<file path="config.mk">
export PLATFORM = sky130hd
export DESIGN_NAME = md_glue
export DESIGN_NICKNAME = d
export VERILOG_FILES = /design/src/bus_pkg.sv /design/src/audio_pkg.sv /design/src/bus_merge.sv /design/src/bus_ctrl.sv /design/src/audio_mix.sv /design/src/md_glue.sv
export SDC_FILE = /design/constraint.sdc
export NUM_CORES = 1
export LEC_CHECK = 0
export BUFFER_PORTS_ARGS = -buffer_cell sky130_fd_sc_hd__buf_2
export CORE_AREA = 2 2 197 199
export DETAILED_ROUTE_END_ITERATION = 10
export DIE_AREA = 0 0 199 201
export HOLD_SLACK_MARGIN = 0.08
export PLACE_DENSITY_LB_ADDON = 0.08
export SETUP_SLACK_MARGIN = 0.3
export SLEW_MARGIN = 10
export SYNTH_ARGS = -nofsm -noshare
export SYNTH_HDL_FRONTEND = slang
export SYNTH_SLANG_ARGS = --single-unit
</file>
<file path="constraint.sdc">
create_clock -name MCLK2 -period 6.05 [get_ports MCLK2]
set_clock_uncertainty 0.05 [all_clocks]
set_input_delay 0 -clock MCLK2 [delete_from_list [all_inputs] [get_ports MCLK2]]
set_output_delay 0 -clock MCLK2 [all_outputs]
set_load 0.05 [all_outputs]
</file>
<file path="src/bus_pkg.sv">
// bus definitions for the main board glue
// payload types of the 68k and Z80 buses and their driver counts
package bus_pkg;

	// 68k side
	typedef logic [15:0] vdata_t;
	typedef logic [22:0] vaddr_t;

	// Z80 side
	typedef logic [7:0] zdata_t;
	typedef logic [15:0] zaddr_t;

	// work RAM and sound RAM address ports
	typedef logic [14:0] ram68_addr_t;
	typedef logic [12:0] zram_addr_t;

	// number of drivers on each merged bus
	localparam int unsigned VD_SOURCES = 4;
	localparam int unsigned VA_SOURCES = 2;
	localparam int unsigned ZD_SOURCES = 3;
	localparam int unsigned ZA_SOURCES = 2;

	// slot order of the 68k data drivers
	typedef enum logic [1:0] {VD_CHIP, VD_CPU, VD_RAM, VD_CART} vd_src_e;

endpackage

</file>
<file path="src/audio_pkg.sv">
// audio definitions for the main board glue
// sample formats of the FM and PSG outputs and the mix gains
package audio_pkg;

	// ym3438 style linear output, unsigned
	typedef logic [8:0] fm_lin_t;
	// ym2612 dac emulation, two's complement
	typedef logic signed [9:0] fm_dac_t;
	typedef logic [15:0] psg_t;
	typedef logic [15:0] mix_t;
	typedef logic [17:0] mix2612_t;

	// midpoint of the linear FM range
	localparam fm_lin_t FM_BIAS = 9'd256;

	// linear gain of 64
	localparam int LIN_SHIFT = 6;
	// dac gain of 192 as 128 plus 64
	localparam int DAC_HI_SHIFT = 7;
	localparam int DAC_LO_SHIFT = 6;

endpackage

</file>
<file path="src/bus_merge.sv">
// wired-OR bus merge
// registers the OR of all driven sources every cycle
// undriven bits keep their value or float high
module bus_merge #(
	parameter type payload_t = logic [7:0],
	parameter int N_SRC = 2,
	parameter bit HOLD_IDLE = 1'b1
) (
	input  logic MCLK2,
	input  logic reset_i,
	input  payload_t src_val_i [N_SRC],
	input  payload_t src_rel_i [N_SRC],
	output payload_t bus_o
);
	localparam payload_t IDLE_VALUE = HOLD_IDLE ? payload_t'(0) : ~payload_t'(0);

	payload_t driven;
	payload_t all_rel;
	payload_t idle_fill;

	always_comb
	begin
		driven = '0;
		all_rel = '1;
		for (int i = 0; i < N_SRC; i++)
		begin
			driven = driven | (src_val_i[i] & ~src_rel_i[i]);
			all_rel = all_rel & src_rel_i[i];
		end
	end

	// bus keeper or pull-up on floating bits
	assign idle_fill = HOLD_IDLE ? bus_o : IDLE_VALUE;

	always_ff @(posedge MCLK2)
	begin
		if (reset_i)
			bus_o <= IDLE_VALUE;
		else
			bus_o <= driven | (all_rel & idle_fill);
	end

	generate
		if (HOLD_IDLE)
		begin : g_hold_check
			// bits nobody drove last cycle must not move
			a_hold_idle: assert property (@(posedge MCLK2) disable iff (reset_i)
				!$past(reset_i) |-> (($past(all_rel) & (bus_o ^ $past(bus_o))) == '0));
		end
	endgenerate

endmodule

</file>
<file path="src/bus_ctrl.sv">
// bus control for the 68k and Z80 sides
// merges the strobes, registers acknowledge and request lines,
// builds the data lane release masks and maps both RAM ports
module bus_ctrl (
	input  logic MCLK2,
	input  logic reset_i,
	input  logic ym_as_i, ym_uds_i, ym_lds_i, ym_strobe_rel_i,
	input  logic cpu_as_i, cpu_uds_i, cpu_lds_i, cpu_strobe_rel_i,
	input  logic ym_rw_i, ym_rw_rel_i, cpu_rw_i, cpu_rw_rel_i,
	input  logic ym_zrd_i, ym_zwr_i, ym_mreq_i, ym_zstb_rel_i,
	input  logic z80_zrd_i, z80_zwr_i, z80_mreq_i, z80_zstb_rel_i,
	input  logic z80_iorq_i, z80_iorq_rel_i,
	input  logic ym_dtack_pull_i, ext_dtack_i, ym_bgack_pull_i, ym_br_pull_i,
	input  logic ym_reset_pull_i, cpu_reset_pull_i, ym_halt_pull_i, cpu_halt_pull_i,
	input  logic ext_vres_i,
	input  logic eoe_i, noe_i, ras0_i, uwr_i, lwr_i, ia14_i, zram_i,
	input  logic m3_i, cart_data_en_i,
	input  bus_pkg::vaddr_t va_i,
	input  bus_pkg::vdata_t vd_i,
	input  bus_pkg::zaddr_t za_i,
	input  bus_pkg::zdata_t zd_i,
	output logic as_n_o, uds_n_o, lds_n_o, rw_o,
	output logic zrd_n_o, zwr_n_o, mreq_n_o, iorq_n_o,
	output logic dtack_n_o, bgack_n_o, br_n_o,
	output logic reset_n_o, halt_n_o,
	output bus_pkg::vdata_t ram_vd_rel_o,
	output bus_pkg::vdata_t cart_vd_rel_o,
	output logic ram_zd_rel_o,
	output bus_pkg::ram68_addr_t ram_68k_address_o,
	output logic [1:0] ram_68k_byteena_o,
	output bus_pkg::vdata_t ram_68k_data_o,
	output logic ram_68k_wren_o,
	output bus_pkg::zram_addr_t ram_z80_address_o,
	output bus_pkg::zdata_t ram_z80_data_o,
	output logic ram_z80_wren_o
);
	import bus_pkg::*;

	localparam int LANE_W = $bits(vdata_t) / 2;
	localparam int ZRAM_AW = $bits(zram_addr_t);

	logic m3_q;
	logic [LANE_W-1:0] cart_lane_rel;

	// two open-drain style drivers, idle high when both let go
	function automatic logic strobe_merge(input logic a, input logic a_rel,
		input logic b, input logic b_rel);
		if (a_rel && b_rel)
			return 1'b1;
		return (~a_rel & a) | (~b_rel & b);
	endfunction

	always_ff @(posedge MCLK2)
	begin
		if (reset_i)
		begin
			as_n_o <= 1'b1;
			uds_n_o <= 1'b1;
			lds_n_o <= 1'b1;
			rw_o <= 1'b1;
			zrd_n_o <= 1'b1;
			zwr_n_o <= 1'b1;
			mreq_n_o <= 1'b1;
			iorq_n_o <= 1'b1;
			dtack_n_o <= 1'b1;
			bgack_n_o <= 1'b1;
			br_n_o <= 1'b1;
			m3_q <= 1'b0;
		end
		else
		begin
			as_n_o <= strobe_merge(ym_as_i, ym_strobe_rel_i, cpu_as_i, cpu_strobe_rel_i);
			uds_n_o <= strobe_merge(ym_uds_i, ym_strobe_rel_i, cpu_uds_i, cpu_strobe_rel_i);
			lds_n_o <= strobe_merge(ym_lds_i, ym_strobe_rel_i, cpu_lds_i, cpu_strobe_rel_i);
			rw_o <= strobe_merge(ym_rw_i, ym_rw_rel_i, cpu_rw_i, cpu_rw_rel_i);
			zrd_n_o <= strobe_merge(ym_zrd_i, ym_zstb_rel_i, z80_zrd_i, z80_zstb_rel_i);
			zwr_n_o <= strobe_merge(ym_zwr_i, ym_zstb_rel_i, z80_zwr_i, z80_zstb_rel_i);
			mreq_n_o <= strobe_merge(ym_mreq_i, ym_zstb_rel_i, z80_mreq_i, z80_zstb_rel_i);
			// only the Z80 drives iorq
			iorq_n_o <= z80_iorq_rel_i ? 1'b1 : z80_iorq_i;
			dtack_n_o <= ~(ym_dtack_pull_i | ext_dtack_i);
			bgack_n_o <= ~ym_bgack_pull_i;
			br_n_o <= ~ym_br_pull_i;
			m3_q <= m3_i;
		end
	end

	assign reset_n_o = ~(ym_reset_pull_i | cpu_reset_pull_i | ext_vres_i);
	assign halt_n_o = ~(ym_halt_pull_i | cpu_halt_pull_i | ext_vres_i);

	// work RAM lanes follow the chip's output enables
	assign ram_vd_rel_o = {{LANE_W{eoe_i | ras0_i}}, {LANE_W{noe_i | ras0_i}}};

	// cartridge drives both lanes only in M3 mode
	assign cart_lane_rel = {LANE_W{~cart_data_en_i}};
	assign cart_vd_rel_o = m3_q ? {cart_lane_rel, cart_lane_rel}
		: {{LANE_W{1'b1}}, cart_lane_rel};

	assign ram_zd_rel_o = zrd_n_o | zram_i;

	// 68k work RAM, bit 13 comes from the chip's ia14
	assign ram_68k_address_o = {va_i[14], ia14_i, va_i[12:0]};
	assign ram_68k_byteena_o = {~uwr_i, ~lwr_i};
	assign ram_68k_data_o = vd_i;
	assign ram_68k_wren_o = (~uwr_i | ~lwr_i) & ~ras0_i;

	assign ram_z80_address_o = za_i[ZRAM_AW-1:0];
	assign ram_z80_data_o = zd_i;
	assign ram_z80_wren_o = ~zram_i & ~zwr_n_o;

	// sound RAM never written during a Z80 read cycle
	a_zram_rd_wr: assert property (@(posedge MCLK2) disable iff (reset_i)
		!(ram_z80_wren_o && !zrd_n_o));

endmodule

</file>
<file path="src/audio_mix.sv">
// stereo audio mixer
// adds the PSG sample to the linear FM output
// and separately to the ym2612 dac emulation output
module audio_mix (
	input  audio_pkg::fm_lin_t mol_i, mor_i,
	input  audio_pkg::fm_dac_t mol_2612_i, mor_2612_i,
	input  audio_pkg::psg_t psg_i,
	output audio_pkg::mix_t a_l_o, a_r_o,
	output audio_pkg::mix2612_t a_l_2612_o, a_r_2612_o
);
	import audio_pkg::*;

	// recentre the unsigned sample, then scale by 64
	function automatic mix_t lin_mix(input fm_lin_t fm, input psg_t psg);
		logic signed [$bits(fm_lin_t)-1:0] centred;
		mix_t wide;
		centred = fm - FM_BIAS;
		wide = mix_t'(centred);
		return (wide << LIN_SHIFT) + psg;
	endfunction

	// signed sample times 192, psg added unsigned
	function automatic mix2612_t dac_mix(input fm_dac_t fm, input psg_t psg);
		mix2612_t wide;
		wide = mix2612_t'(fm);
		return (wide << DAC_HI_SHIFT) + (wide << DAC_LO_SHIFT) + mix2612_t'(psg);
	endfunction

	// linear FM path
	assign a_l_o = lin_mix(mol_i, psg_i);
	assign a_r_o = lin_mix(mor_i, psg_i);

	// dac emulation path
	assign a_l_2612_o = dac_mix(mol_2612_i, psg_i);
	assign a_r_2612_o = dac_mix(mor_2612_i, psg_i);

endmodule

</file>
<file path="src/md_glue.sv">
// console main board glue
// collects the bus drivers of chip, CPUs, RAMs and cartridge,
// merges them into the 68k and Z80 buses and mixes the audio
module md_glue (
	input  logic MCLK2,
	input  logic reset_i,
	// 68k and Z80 strobe drivers
	input  logic ym_as_i, ym_uds_i, ym_lds_i, ym_strobe_rel_i,
	input  logic cpu_as_i, cpu_uds_i, cpu_lds_i, cpu_strobe_rel_i,
	input  logic ym_rw_i, ym_rw_rel_i, cpu_rw_i, cpu_rw_rel_i,
	input  logic ym_zrd_i, ym_zwr_i, ym_mreq_i, ym_zstb_rel_i,
	input  logic z80_zrd_i, z80_zwr_i, z80_mreq_i, z80_zstb_rel_i,
	input  logic z80_iorq_i, z80_iorq_rel_i,
	// acknowledge, request, reset and halt pulls
	input  logic ym_dtack_pull_i, ext_dtack_i, ym_bgack_pull_i, ym_br_pull_i,
	input  logic ym_reset_pull_i, cpu_reset_pull_i, ym_halt_pull_i, cpu_halt_pull_i,
	input  logic ext_vres_i,
	// RAM decode and cartridge
	input  logic eoe_i, noe_i, ras0_i, uwr_i, lwr_i, ia14_i, zram_i,
	input  logic m3_i, cart_data_en_i,
	// 68k data drivers, per bit release
	input  bus_pkg::vdata_t ym_vd_i, ym_vd_rel_i,
	input  bus_pkg::vdata_t cpu_vd_i, cpu_vd_rel_i,
	input  bus_pkg::vdata_t ram_68k_q_i, cart_data_i,
	// 68k address drivers
	input  bus_pkg::vaddr_t ym_va_i, cpu_va_i,
	input  logic ym_va_rel_i, cpu_va_rel_i,
	// Z80 data and address drivers
	input  bus_pkg::zdata_t ym_zd_i, z80_zd_i, ram_z80_q_i,
	input  logic ym_zd_rel_i, z80_zd_rel_i,
	input  bus_pkg::zaddr_t ym_za_i, z80_za_i,
	input  logic ym_za_rel_i, z80_za_rel_i,
	// sound chip samples
	input  audio_pkg::fm_lin_t mol_i, mor_i,
	input  audio_pkg::fm_dac_t mol_2612_i, mor_2612_i,
	input  audio_pkg::psg_t psg_i,
	// merged buses
	output bus_pkg::vdata_t vd_o,
	output bus_pkg::vaddr_t va_o,
	output bus_pkg::zdata_t zd_o,
	output bus_pkg::zaddr_t za_o,
	// merged strobes and control lines
	output logic as_n_o, uds_n_o, lds_n_o, rw_o,
	output logic zrd_n_o, zwr_n_o, mreq_n_o, iorq_n_o,
	output logic dtack_n_o, bgack_n_o, br_n_o,
	output logic reset_n_o, halt_n_o,
	// RAM ports
	output bus_pkg::ram68_addr_t ram_68k_address_o,
	output logic [1:0] ram_68k_byteena_o,
	output bus_pkg::vdata_t ram_68k_data_o,
	output logic ram_68k_wren_o,
	output bus_pkg::zram_addr_t ram_z80_address_o,
	output bus_pkg::zdata_t ram_z80_data_o,
	output logic ram_z80_wren_o,
	// audio
	output audio_pkg::mix_t a_l_o, a_r_o,
	output audio_pkg::mix2612_t a_l_2612_o, a_r_2612_o
);
	import bus_pkg::*;

	vdata_t vd_val [VD_SOURCES];
	vdata_t vd_rel [VD_SOURCES];
	vaddr_t va_val [VA_SOURCES];
	vaddr_t va_rel [VA_SOURCES];
	zdata_t zd_val [ZD_SOURCES];
	zdata_t zd_rel [ZD_SOURCES];
	zaddr_t za_val [ZA_SOURCES];
	zaddr_t za_rel [ZA_SOURCES];
	vdata_t ram_vd_rel;
	vdata_t cart_vd_rel;
	logic ram_zd_rel;

	// 68k data slots
	assign vd_val[VD_CHIP] = ym_vd_i;
	assign vd_rel[VD_CHIP] = ym_vd_rel_i;
	assign vd_val[VD_CPU] = cpu_vd_i;
	assign vd_rel[VD_CPU] = cpu_vd_rel_i;
	assign vd_val[VD_RAM] = ram_68k_q_i;
	assign vd_rel[VD_RAM] = ram_vd_rel;
	assign vd_val[VD_CART] = cart_data_i;
	assign vd_rel[VD_CART] = cart_vd_rel;

	// single release flags widened to the bus
	assign va_val[0] = ym_va_i;
	assign va_rel[0] = {$bits(vaddr_t){ym_va_rel_i}};
	assign va_val[1] = cpu_va_i;
	assign va_rel[1] = {$bits(vaddr_t){cpu_va_rel_i}};

	assign zd_val[0] = ym_zd_i;
	assign zd_rel[0] = {$bits(zdata_t){ym_zd_rel_i}};
	assign zd_val[1] = z80_zd_i;
	assign zd_rel[1] = {$bits(zdata_t){z80_zd_rel_i}};
	assign zd_val[2] = ram_z80_q_i;
	assign zd_rel[2] = {$bits(zdata_t){ram_zd_rel}};

	assign za_val[0] = ym_za_i;
	assign za_rel[0] = {$bits(zaddr_t){ym_za_rel_i}};
	assign za_val[1] = z80_za_i;
	assign za_rel[1] = {$bits(zaddr_t){z80_za_rel_i}};

	bus_ctrl u_ctrl (
		.*,
		.va_i(va_o),
		.vd_i(vd_o),
		.za_i(za_o),
		.zd_i(zd_o),
		.ram_vd_rel_o(ram_vd_rel),
		.cart_vd_rel_o(cart_vd_rel),
		.ram_zd_rel_o(ram_zd_rel)
	);

	bus_merge #(.payload_t(vdata_t), .N_SRC(VD_SOURCES), .HOLD_IDLE(1'b1)) u_vd (
		.MCLK2(MCLK2),
		.reset_i(reset_i),
		.src_val_i(vd_val),
		.src_rel_i(vd_rel),
		.bus_o(vd_o)
	);

	bus_merge #(.payload_t(vaddr_t), .N_SRC(VA_SOURCES), .HOLD_IDLE(1'b1)) u_va (
		.MCLK2(MCLK2),
		.reset_i(reset_i),
		.src_val_i(va_val),
		.src_rel_i(va_rel),
		.bus_o(va_o)
	);

	// Z80 data has pull-ups, an idle bus reads as ones
	bus_merge #(.payload_t(zdata_t), .N_SRC(ZD_SOURCES), .HOLD_IDLE(1'b0)) u_zd (
		.MCLK2(MCLK2),
		.reset_i(reset_i),
		.src_val_i(zd_val),
		.src_rel_i(zd_rel),
		.bus_o(zd_o)
	);

	bus_merge #(.payload_t(zaddr_t), .N_SRC(ZA_SOURCES), .HOLD_IDLE(1'b1)) u_za (
		.MCLK2(MCLK2),
		.reset_i(reset_i),
		.src_val_i(za_val),
		.src_rel_i(za_rel),
		.bus_o(za_o)
	);

	audio_mix u_mix (.*);

endmodule

</file>
==> run_results.csv, run 1 <==
group,metric,value,unit
place,post_dp_cell_area,8230,um^2
setup_path,arrival,2640,ps
setup_path,critPathBufInv,5,
timing,finalCritPeriodShare,44.5,%
synth,synth_flop_cell,"dfxtp_1",
power_and_ir_drop,power.leakage,5.42,nW
global_route,antenna_found_initial,5,
place,post-dp-hpwl,24200,um
global_route,grt_overflow,0,
clock_tree,clock_sinks,75,
timing,setup_violations,0,
synth,synth_fp_nets,1120,
power_and_ir_drop,power,2.52,mW
detailed_routing,drt-initial-drc-count,374,
power_and_ir_drop,vdd_drop_max,0.000119,V
timing,worst_pin_slew,952,ps
detailed_routing,via_per_inst,3.92,
global_route,grt_first_pass_wirelength,42200,um
global_route,grt.total_usage,14.1,%
timing,slew_violations,0,
synth,synth_edf_count,0,
setup_path,crit_family,"adder cells",
finish,post-route-util,27.3,%
place,place_ws,3370,ps
clock_tree,htreeDepth,3,
place,io_buffers,467,
synth,ys_warn_count,0,
clock_tree,cts_buffer_depth,2,
setup_path,cp_cell_sequence,"buf_2 -> inv_1 -> fa_1 -> inv_1 -> ha_1 -> inv_1 -> fa_1 -> nand2b_1 -> a21oi_1 -> o31ai_1 -> a31oi_1 -> xor2_1 -> buf_2",
finish,fin_area,10400,um^2
timing,hold_viol,0,
floorplanning,ios,500,
timing,grt_setup_unrepaired,"no",
setup_path,reg2reg_slack,3540,ps
place,gp_congestion,0.841,
detailed_routing,firstDrtPassIters,6,
synth,syn_area,5890,um^2
floorplanning,die_x,199,um
finish,finalNetCount,1679,
setup_path,crit_path_max_incr_delay,450,ps
detailed_routing,post_drt_wl_per_cell,15.7,um
clock_tree,numCtsBuffers,9,
setup_path,end_kind,"primary output",
timing,fmax,371,MHz
synth,synthCells,760,
clock_tree,cts.repair.resized,0,
detailed_routing,drt-total-wl,29000,um
setup_path,cpMaxStageDelayCell,"fa_1",
clock_tree,tritoncts,"done",
floorplanning,dieHeight,201,um
synth,async_flop_share,0,%
floorplanning,core_area,38100,um^2
setup_path,crit_top_cell,"inv_1",
floorplanning,start_util,15.5,%
synth,ys_ff_latch,75,
global_route,grt_pass1_vias,7199,
global_route,grt_max_degree,65,
timing,setup_slack,3360,ps
setup_path,critPathRequiredTime,6000,ps
detailed_routing,vias,7216,
floorplanning,die_area,40000,um^2
synth,ys_types,40,
synth,ys_seq_area_share,25.5,%
timing,relSlewSlack,36.5,%
timing,fin_setup_tns,0,ps
min_path,hold_path_class,"in2out",
detailed_routing,drt.antenna.violating_nets,0,
timing,fin_crit,2690,ps
clock_tree,clock_latency,360,ps
finish,syn_to_final_growth,76.4,%
clock_tree,holdBufCountCts,179,
setup_path,crit_type,"in2out",
floorplanning,num_rows,72,
flow_run,maxCapViolCount,0,
detailed_routing,drc,0,
setup_path,critPathMaxFanout,6,
power_and_ir_drop,power_per_cell_area,243,nW/um^2
clock_tree,cts_root_buf,"clkbuf_16",
setup_path,cp-start-kind,"input pin",
run_status,status,"completed",
finish,drive_gt1_share,37.3,%
clock_tree,post_cts_buffers,0,
synth,syn_avg_cell_area,7.75,um^2
## layer usage
| metal | global-route usage, % | wire length (um) |
|---|---|---|
| met4 | 4.10 | 481 |
| met3 | 3.39 | 1850 |
| met2 | 24.9 | 14600 |
| met1 | 16.9 | 12000 |
| met5 | 0 | 25 |
## report_power, final
| group | leakage, nW | switching, mW | internal (mW) | total, mW |
|---|---|---|---|---|
| Clock | 0.146 | 0.236 | 0.360 | 0.597 |
| Combinational | 4.65 | 0.932 | 0.433 | 1.37 |
| Sequential | 0.625 | 0.0305 | 0.531 | 0.561 |
| Total | 5.42 | 1.20 | 1.32 | 2.52 |
## cell type report
class	instances	area, um^2
antenna	2	5.00
tap	518	648
multi-input combinational	431	3150
clock inverter	4	76.3
timing repair buffer	648	4200
fill	4274	27700
clock buffer	11	233
sequential	75	1500
inverter	154	578
## flip-flops by register name, indices dropped and copies added (netlist names)
| signal | count |
|---|---|
| u_va.bus_o | 23 |
| u_vd.bus_o | 16 |
| u_za.bus_o | 16 |
| u_zd.bus_o | 8 |
| u_ctrl.as_n_o | 1 |
| u_ctrl.bgack_n_o | 1 |
| u_ctrl.br_n_o | 1 |
| u_ctrl.dtack_n_o | 1 |
| u_ctrl.iorq_n_o | 1 |
| u_ctrl.lds_n_o | 1 |
| u_ctrl.m3_q | 1 |
| u_ctrl.mreq_n_o | 1 |
| u_ctrl.rw_o | 1 |
| u_ctrl.uds_n_o | 1 |
| u_ctrl.zrd_n_o | 1 |
| u_ctrl.zwr_n_o | 1 |
## cells in the final DEF, fill, tap and decap left out, types with 3 or more instances in the layout
master	n
buf_2	467
dlygate4sd3_1	173
inv_1	154
a21oi_1	83
dfxtp_1	75
nor2_1	49
o22ai_1	39
ha_1	38
nand2_1	37
a222oi_1	24
xnor2_1	22
fa_1	22
nand3_1	15
xor2_1	14
a31oi_1	13
clkbuf_16	9
nand4_1	8
nor4_1	8
a21o_1	7
o221ai_1	6
buf_12	6
o21ai_0	5
nor3_1	5
o21bai_1	5
nand2b_1	4
and3_1	4
and2_1	4
o2111ai_1	3
## worst register-to-register path: cells and delay by family, from the launching register on
| kind | cells | cell delay [ps] |
|---|---|---|
| compound gates | 1 | 110 |
| buf+inv | 2 | 1130 |
| flops | 1 | 290 |
| simple gates | 3 | 880 |
## stage by stage
step                      hold WS [ps]  cells
after floorplan                   23.7    760
after global placement           -49.3   1647
after detailed placement         -49.3   1647
after CTS                          131   1841
after global routing               133   1843
final                              131   1843
## final timing paths
| path | depth (start not counted) | endpoint | startpoint |
|---|---|---|---|
| setup / recovery | 13 | a_r_2612_o[17] | psg_i[7] |
| hold reg to reg | 2 | u_za.bus_o[14] | u_za.bus_o[14] |
| hold / removal | 1 | a_l_o[5] | psg_i[5] |
| setup reg to reg | 6 | u_vd.bus_o[10] | u_ctrl.m3_q |
## cell usage after synthesis (8+ instances only)
master	n	area (um^2)
inv_1	154	578
clkbuf_1	22	82.6
a222oi_1	24	240
ha_1	38	475
dfxtp_1	75	1500
a21oi_1	83	415
nor4_1	8	50.1
a31oi_1	13	81.3
nor2_1	49	184
buf_4	76	571
o22ai_1	39	244
nand3_1	15	75.1
nand2_1	37	139
xnor2_1	22	193
xor2_1	14	123
fa_1	22	440
nand4_1	8	50.1
## cells by family (layout without fill, tap and decap cells)
group	count (synthesis)	after routing	share of synthesized area [%]
other	0	2	0
AO/OA/AOI/OAI	195	195	21.6
multiplexers	1	1	0.170
adder cells (fa/ha/maj)	60	60	15.5
XOR/XNOR	36	36	5.35
buffers and inverters	254	817	21.1
AND/OR/NAND/NOR	139	139	10.8
flip-flops	75	75	25.5
Note: power is estimated with default switching activity, not from simulation.
==> inputs of run 2 (changes only) <==
--- a/config.mk
+++ b/config.mk
@@ -6,9 +6,9 @@
 export NUM_CORES = 1
 export LEC_CHECK = 0
 export BUFFER_PORTS_ARGS = -buffer_cell sky130_fd_sc_hd__buf_2
-export CORE_AREA = 2 2 197 199
+export CORE_AREA = 2 2 195 197
 export DETAILED_ROUTE_END_ITERATION = 10
-export DIE_AREA = 0 0 199 201
+export DIE_AREA = 0 0 197 199
 export HOLD_SLACK_MARGIN = 0.08
 export PLACE_DENSITY_LB_ADDON = 0.08
 export SETUP_SLACK_MARGIN = 0.3
==> constraint.sdc (replaced) <==
create_clock -name MCLK2 -period 2.8 [get_ports MCLK2]
set_clock_uncertainty 0.05 [all_clocks]
set_input_delay 0 -clock MCLK2 [delete_from_list [all_inputs] [get_ports MCLK2]]
set_output_delay 0 -clock MCLK2 [all_outputs]
set_load 0.05 [all_outputs]
==> run 2 against run 1 <==
Compared with the run above: combinational power up 120%; worst hold slack worse by 45 ps; non-clock buffer count up 5; highest routed layer unchanged.
==> run_results.csv, run 2 (synthesized netlist as in run 1, its figures left out) <==
group,metric,value,unit
run_status,status,"completed",
timing,slew_violations,0,
clock_tree,clock_latency,350,ps
setup_path,reg2reg_slack,610,ps
place,post_dp_cell_area,8240,um^2
finish,syn_to_final_growth,78.3,%
setup_path,arrival,2330,ps
setup_path,crit_path_max_incr_delay,540,ps
floorplanning,start_util,15.9,%
setup_path,end_kind,"primary output",
setup_path,crit_start,"mol_2612_i[0]",
floorplanning,die_x,197,um
detailed_routing,drt.antenna.violating_nets,0,
floorplanning,ios,500,
min_path,hold_path_class,"in2reg",
flow_run,maxCapViolCount,0,
clock_tree,htreeDepth,3,
floorplanning,die_area,39200,um^2
detailed_routing,drc,0,
clock_tree,tritoncts,"done",
detailed_routing,post_drt_wl_per_cell,16.1,um
global_route,grt.total_usage,13.9,%
detailed_routing,drt-initial-drc-count,231,
setup_path,critPathRequiredTime,2750,ps
global_route,grt_pass1_vias,6944,
timing,fin_crit,2380,ps
detailed_routing,drt-total-wl,29100,um
finish,fin_cells,1807,
detailed_routing,via_per_inst,3.99,
timing,finalCritPeriodShare,85.0,%
place,placedCellCount,1608,
place,place_ws,69.0,ps
place,gp_congestion,0.794,
finish,reg_top3,"u_va.bus_o: 23 flops, u_vd.bus_o: 16 flops, u_za.bus_o: 16 flops",
finish,largest_reg_flops,23,
detailed_routing,vias,7208,
min_path,whs_path_depth,5,
finish,largest-register,"u_va.bus_o",
floorplanning,num_rows,71,
setup_path,r2r_cells,5,
place,io_buffers,467,
global_route,antenna_found_initial,8,
timing,setup_slack,419,ps
timing,setup_violations,0,
timing,grt_setup_unrepaired,"no",
setup_path,crit_type,"in2out",
finish,fin_area,10500,um^2
clock_tree,numCtsBuffers,9,
clock_tree,cts_root_buf,"clkbuf_16",
finish,layout_commonest_cell,"buf_2",
finish,fillers,4160,
finish,final_cell_mix,"463 x buf_2, 171 x dlygate4sd3_1, 154 x inv_1",
timing,fin_setup_tns,0,ps
finish,finalNetCount,1684,
finish,drive_gt1_share,38.9,%
power_and_ir_drop,vdd_drop_max,0.000245,V
place,post-dp-hpwl,24400,um
timing,hold_viol,0,
timing,relSlewSlack,54.0,%
setup_path,cp_cell_sequence,"buf_2 -> fa_1 -> ha_2 -> inv_1 -> fa_2 -> nand2b_4 -> a21oi_4 -> o31ai_2 -> a31oi_1 -> xor2_2 -> buf_6",
timing,fmax,420,MHz
setup_path,cp-start-kind,"input pin",
global_route,grt_first_pass_wirelength,40700,um
setup_path,crit-reg2reg-launch,"u_ctrl.zrd_n_o",
timing,worst_pin_slew,687,ps
power_and_ir_drop,power.leakage,5.48,nW
min_path,min_to,"u_va.bus_o[0]",
finish,post-route-util,28.3,%
clock_tree,cts_buffer_depth,2,
detailed_routing,firstDrtPassIters,6,
global_route,grt_overflow,0,
setup_path,critPathMaxFanout,2,
global_route,grt_max_degree,36,
power_and_ir_drop,power_per_cell_area,531,nW/um^2
setup_path,r2r-end,"u_zd.bus_o[0]",
clock_tree,clk_pin_slew_worst_paths,60,ps
floorplanning,dieHeight,199,um
min_path,min_from,"cpu_va_i[0]",
setup_path,cpMaxStageDelayCell,"fa_1",
clock_tree,clock_sinks,75,
floorplanning,core_area,37100,um^2
[run 2: final cells by class]
cell class | instances | area [um^2] | share of cell area (%)
Inverter | 154 | 578 | 5.50
Clock buffer | 12 | 256 | 2.44
Tap cell | 474 | 593 | 5.65
Clock inverter | 4 | 72.6 | 0.691
Multi-Input combinational cell | 431 | 3240 | 30.8
Antenna cell | 4 | 10.0 | 0.0953
Sequential cell | 75 | 1500 | 14.3
Timing Repair Buffer | 653 | 4250 | 40.5
[run 2: how the worst max path moves through the flow]
stage | end | slack, ps | depth (start not counted)
after floorplan | a_r_2612_o[13] | 310 | 10
after global placement | a_l_2612_o[17] | 100 | 11
after detailed placement | a_l_2612_o[17] | 70 | 11
after CTS | a_l_2612_o[17] | 300 | 11
after global routing | a_r_2612_o[17] | 290 | 13
final | a_l_2612_o[17] | 420 | 11
[run 2: through the flow]
stage	hold WS, ps	power (mW)
3_5_place_dp	-49.7	3.91
4_1_cts	86.3	5.65
6_report	86.4	5.58
3_3_place_gp	-49.7	3.93
5_1_grt	132	5.89
2_1_floorplan	23.7	3.28
[run 2: layer usage]
metal,track usage [%],routed length (um),vias up,part of all wire (%)
li1,-,-,3614,-
met1,17.3,12300,3272,42
met2,23.2,14100,277,49
met3,3.85,2000,37,6.9
met4,4.73,603,8,2.1
met5,0,52,-,0.18
[run 2: what timing repair did]
action,in CTS,in global routing
endpoints found under the setup margin,4,12
buffers inserted,0,2
hold endpoints to repair,100,0
gates resized for setup,10,9
cloned,0,0
pin swaps,4,8
hold buffers,177,0
[run 2: worst max-delay path, delay by kind of cell]
kind | cells | cell delay [ps]
adders and majority gates | 3 | 1060
xor gates and xnor gates | 1 | 170
AOI/OAI and AO/OA | 3 | 580
buffers and inverters | 3 | 340
and+or+nand+nor | 1 | 170
[run 2: where the power goes]
group / total, mW / switching [mW] / internal, mW / leakage [nW]
Clock: 1.35 / 0.519 / 0.830 / 0.159
Sequential: 1.21 / 0.0626 / 1.15 / 0.625
Combinational: 3.02 / 2.04 / 0.977 / 4.69
Total: 5.58 / 2.62 / 2.95 / 5.48
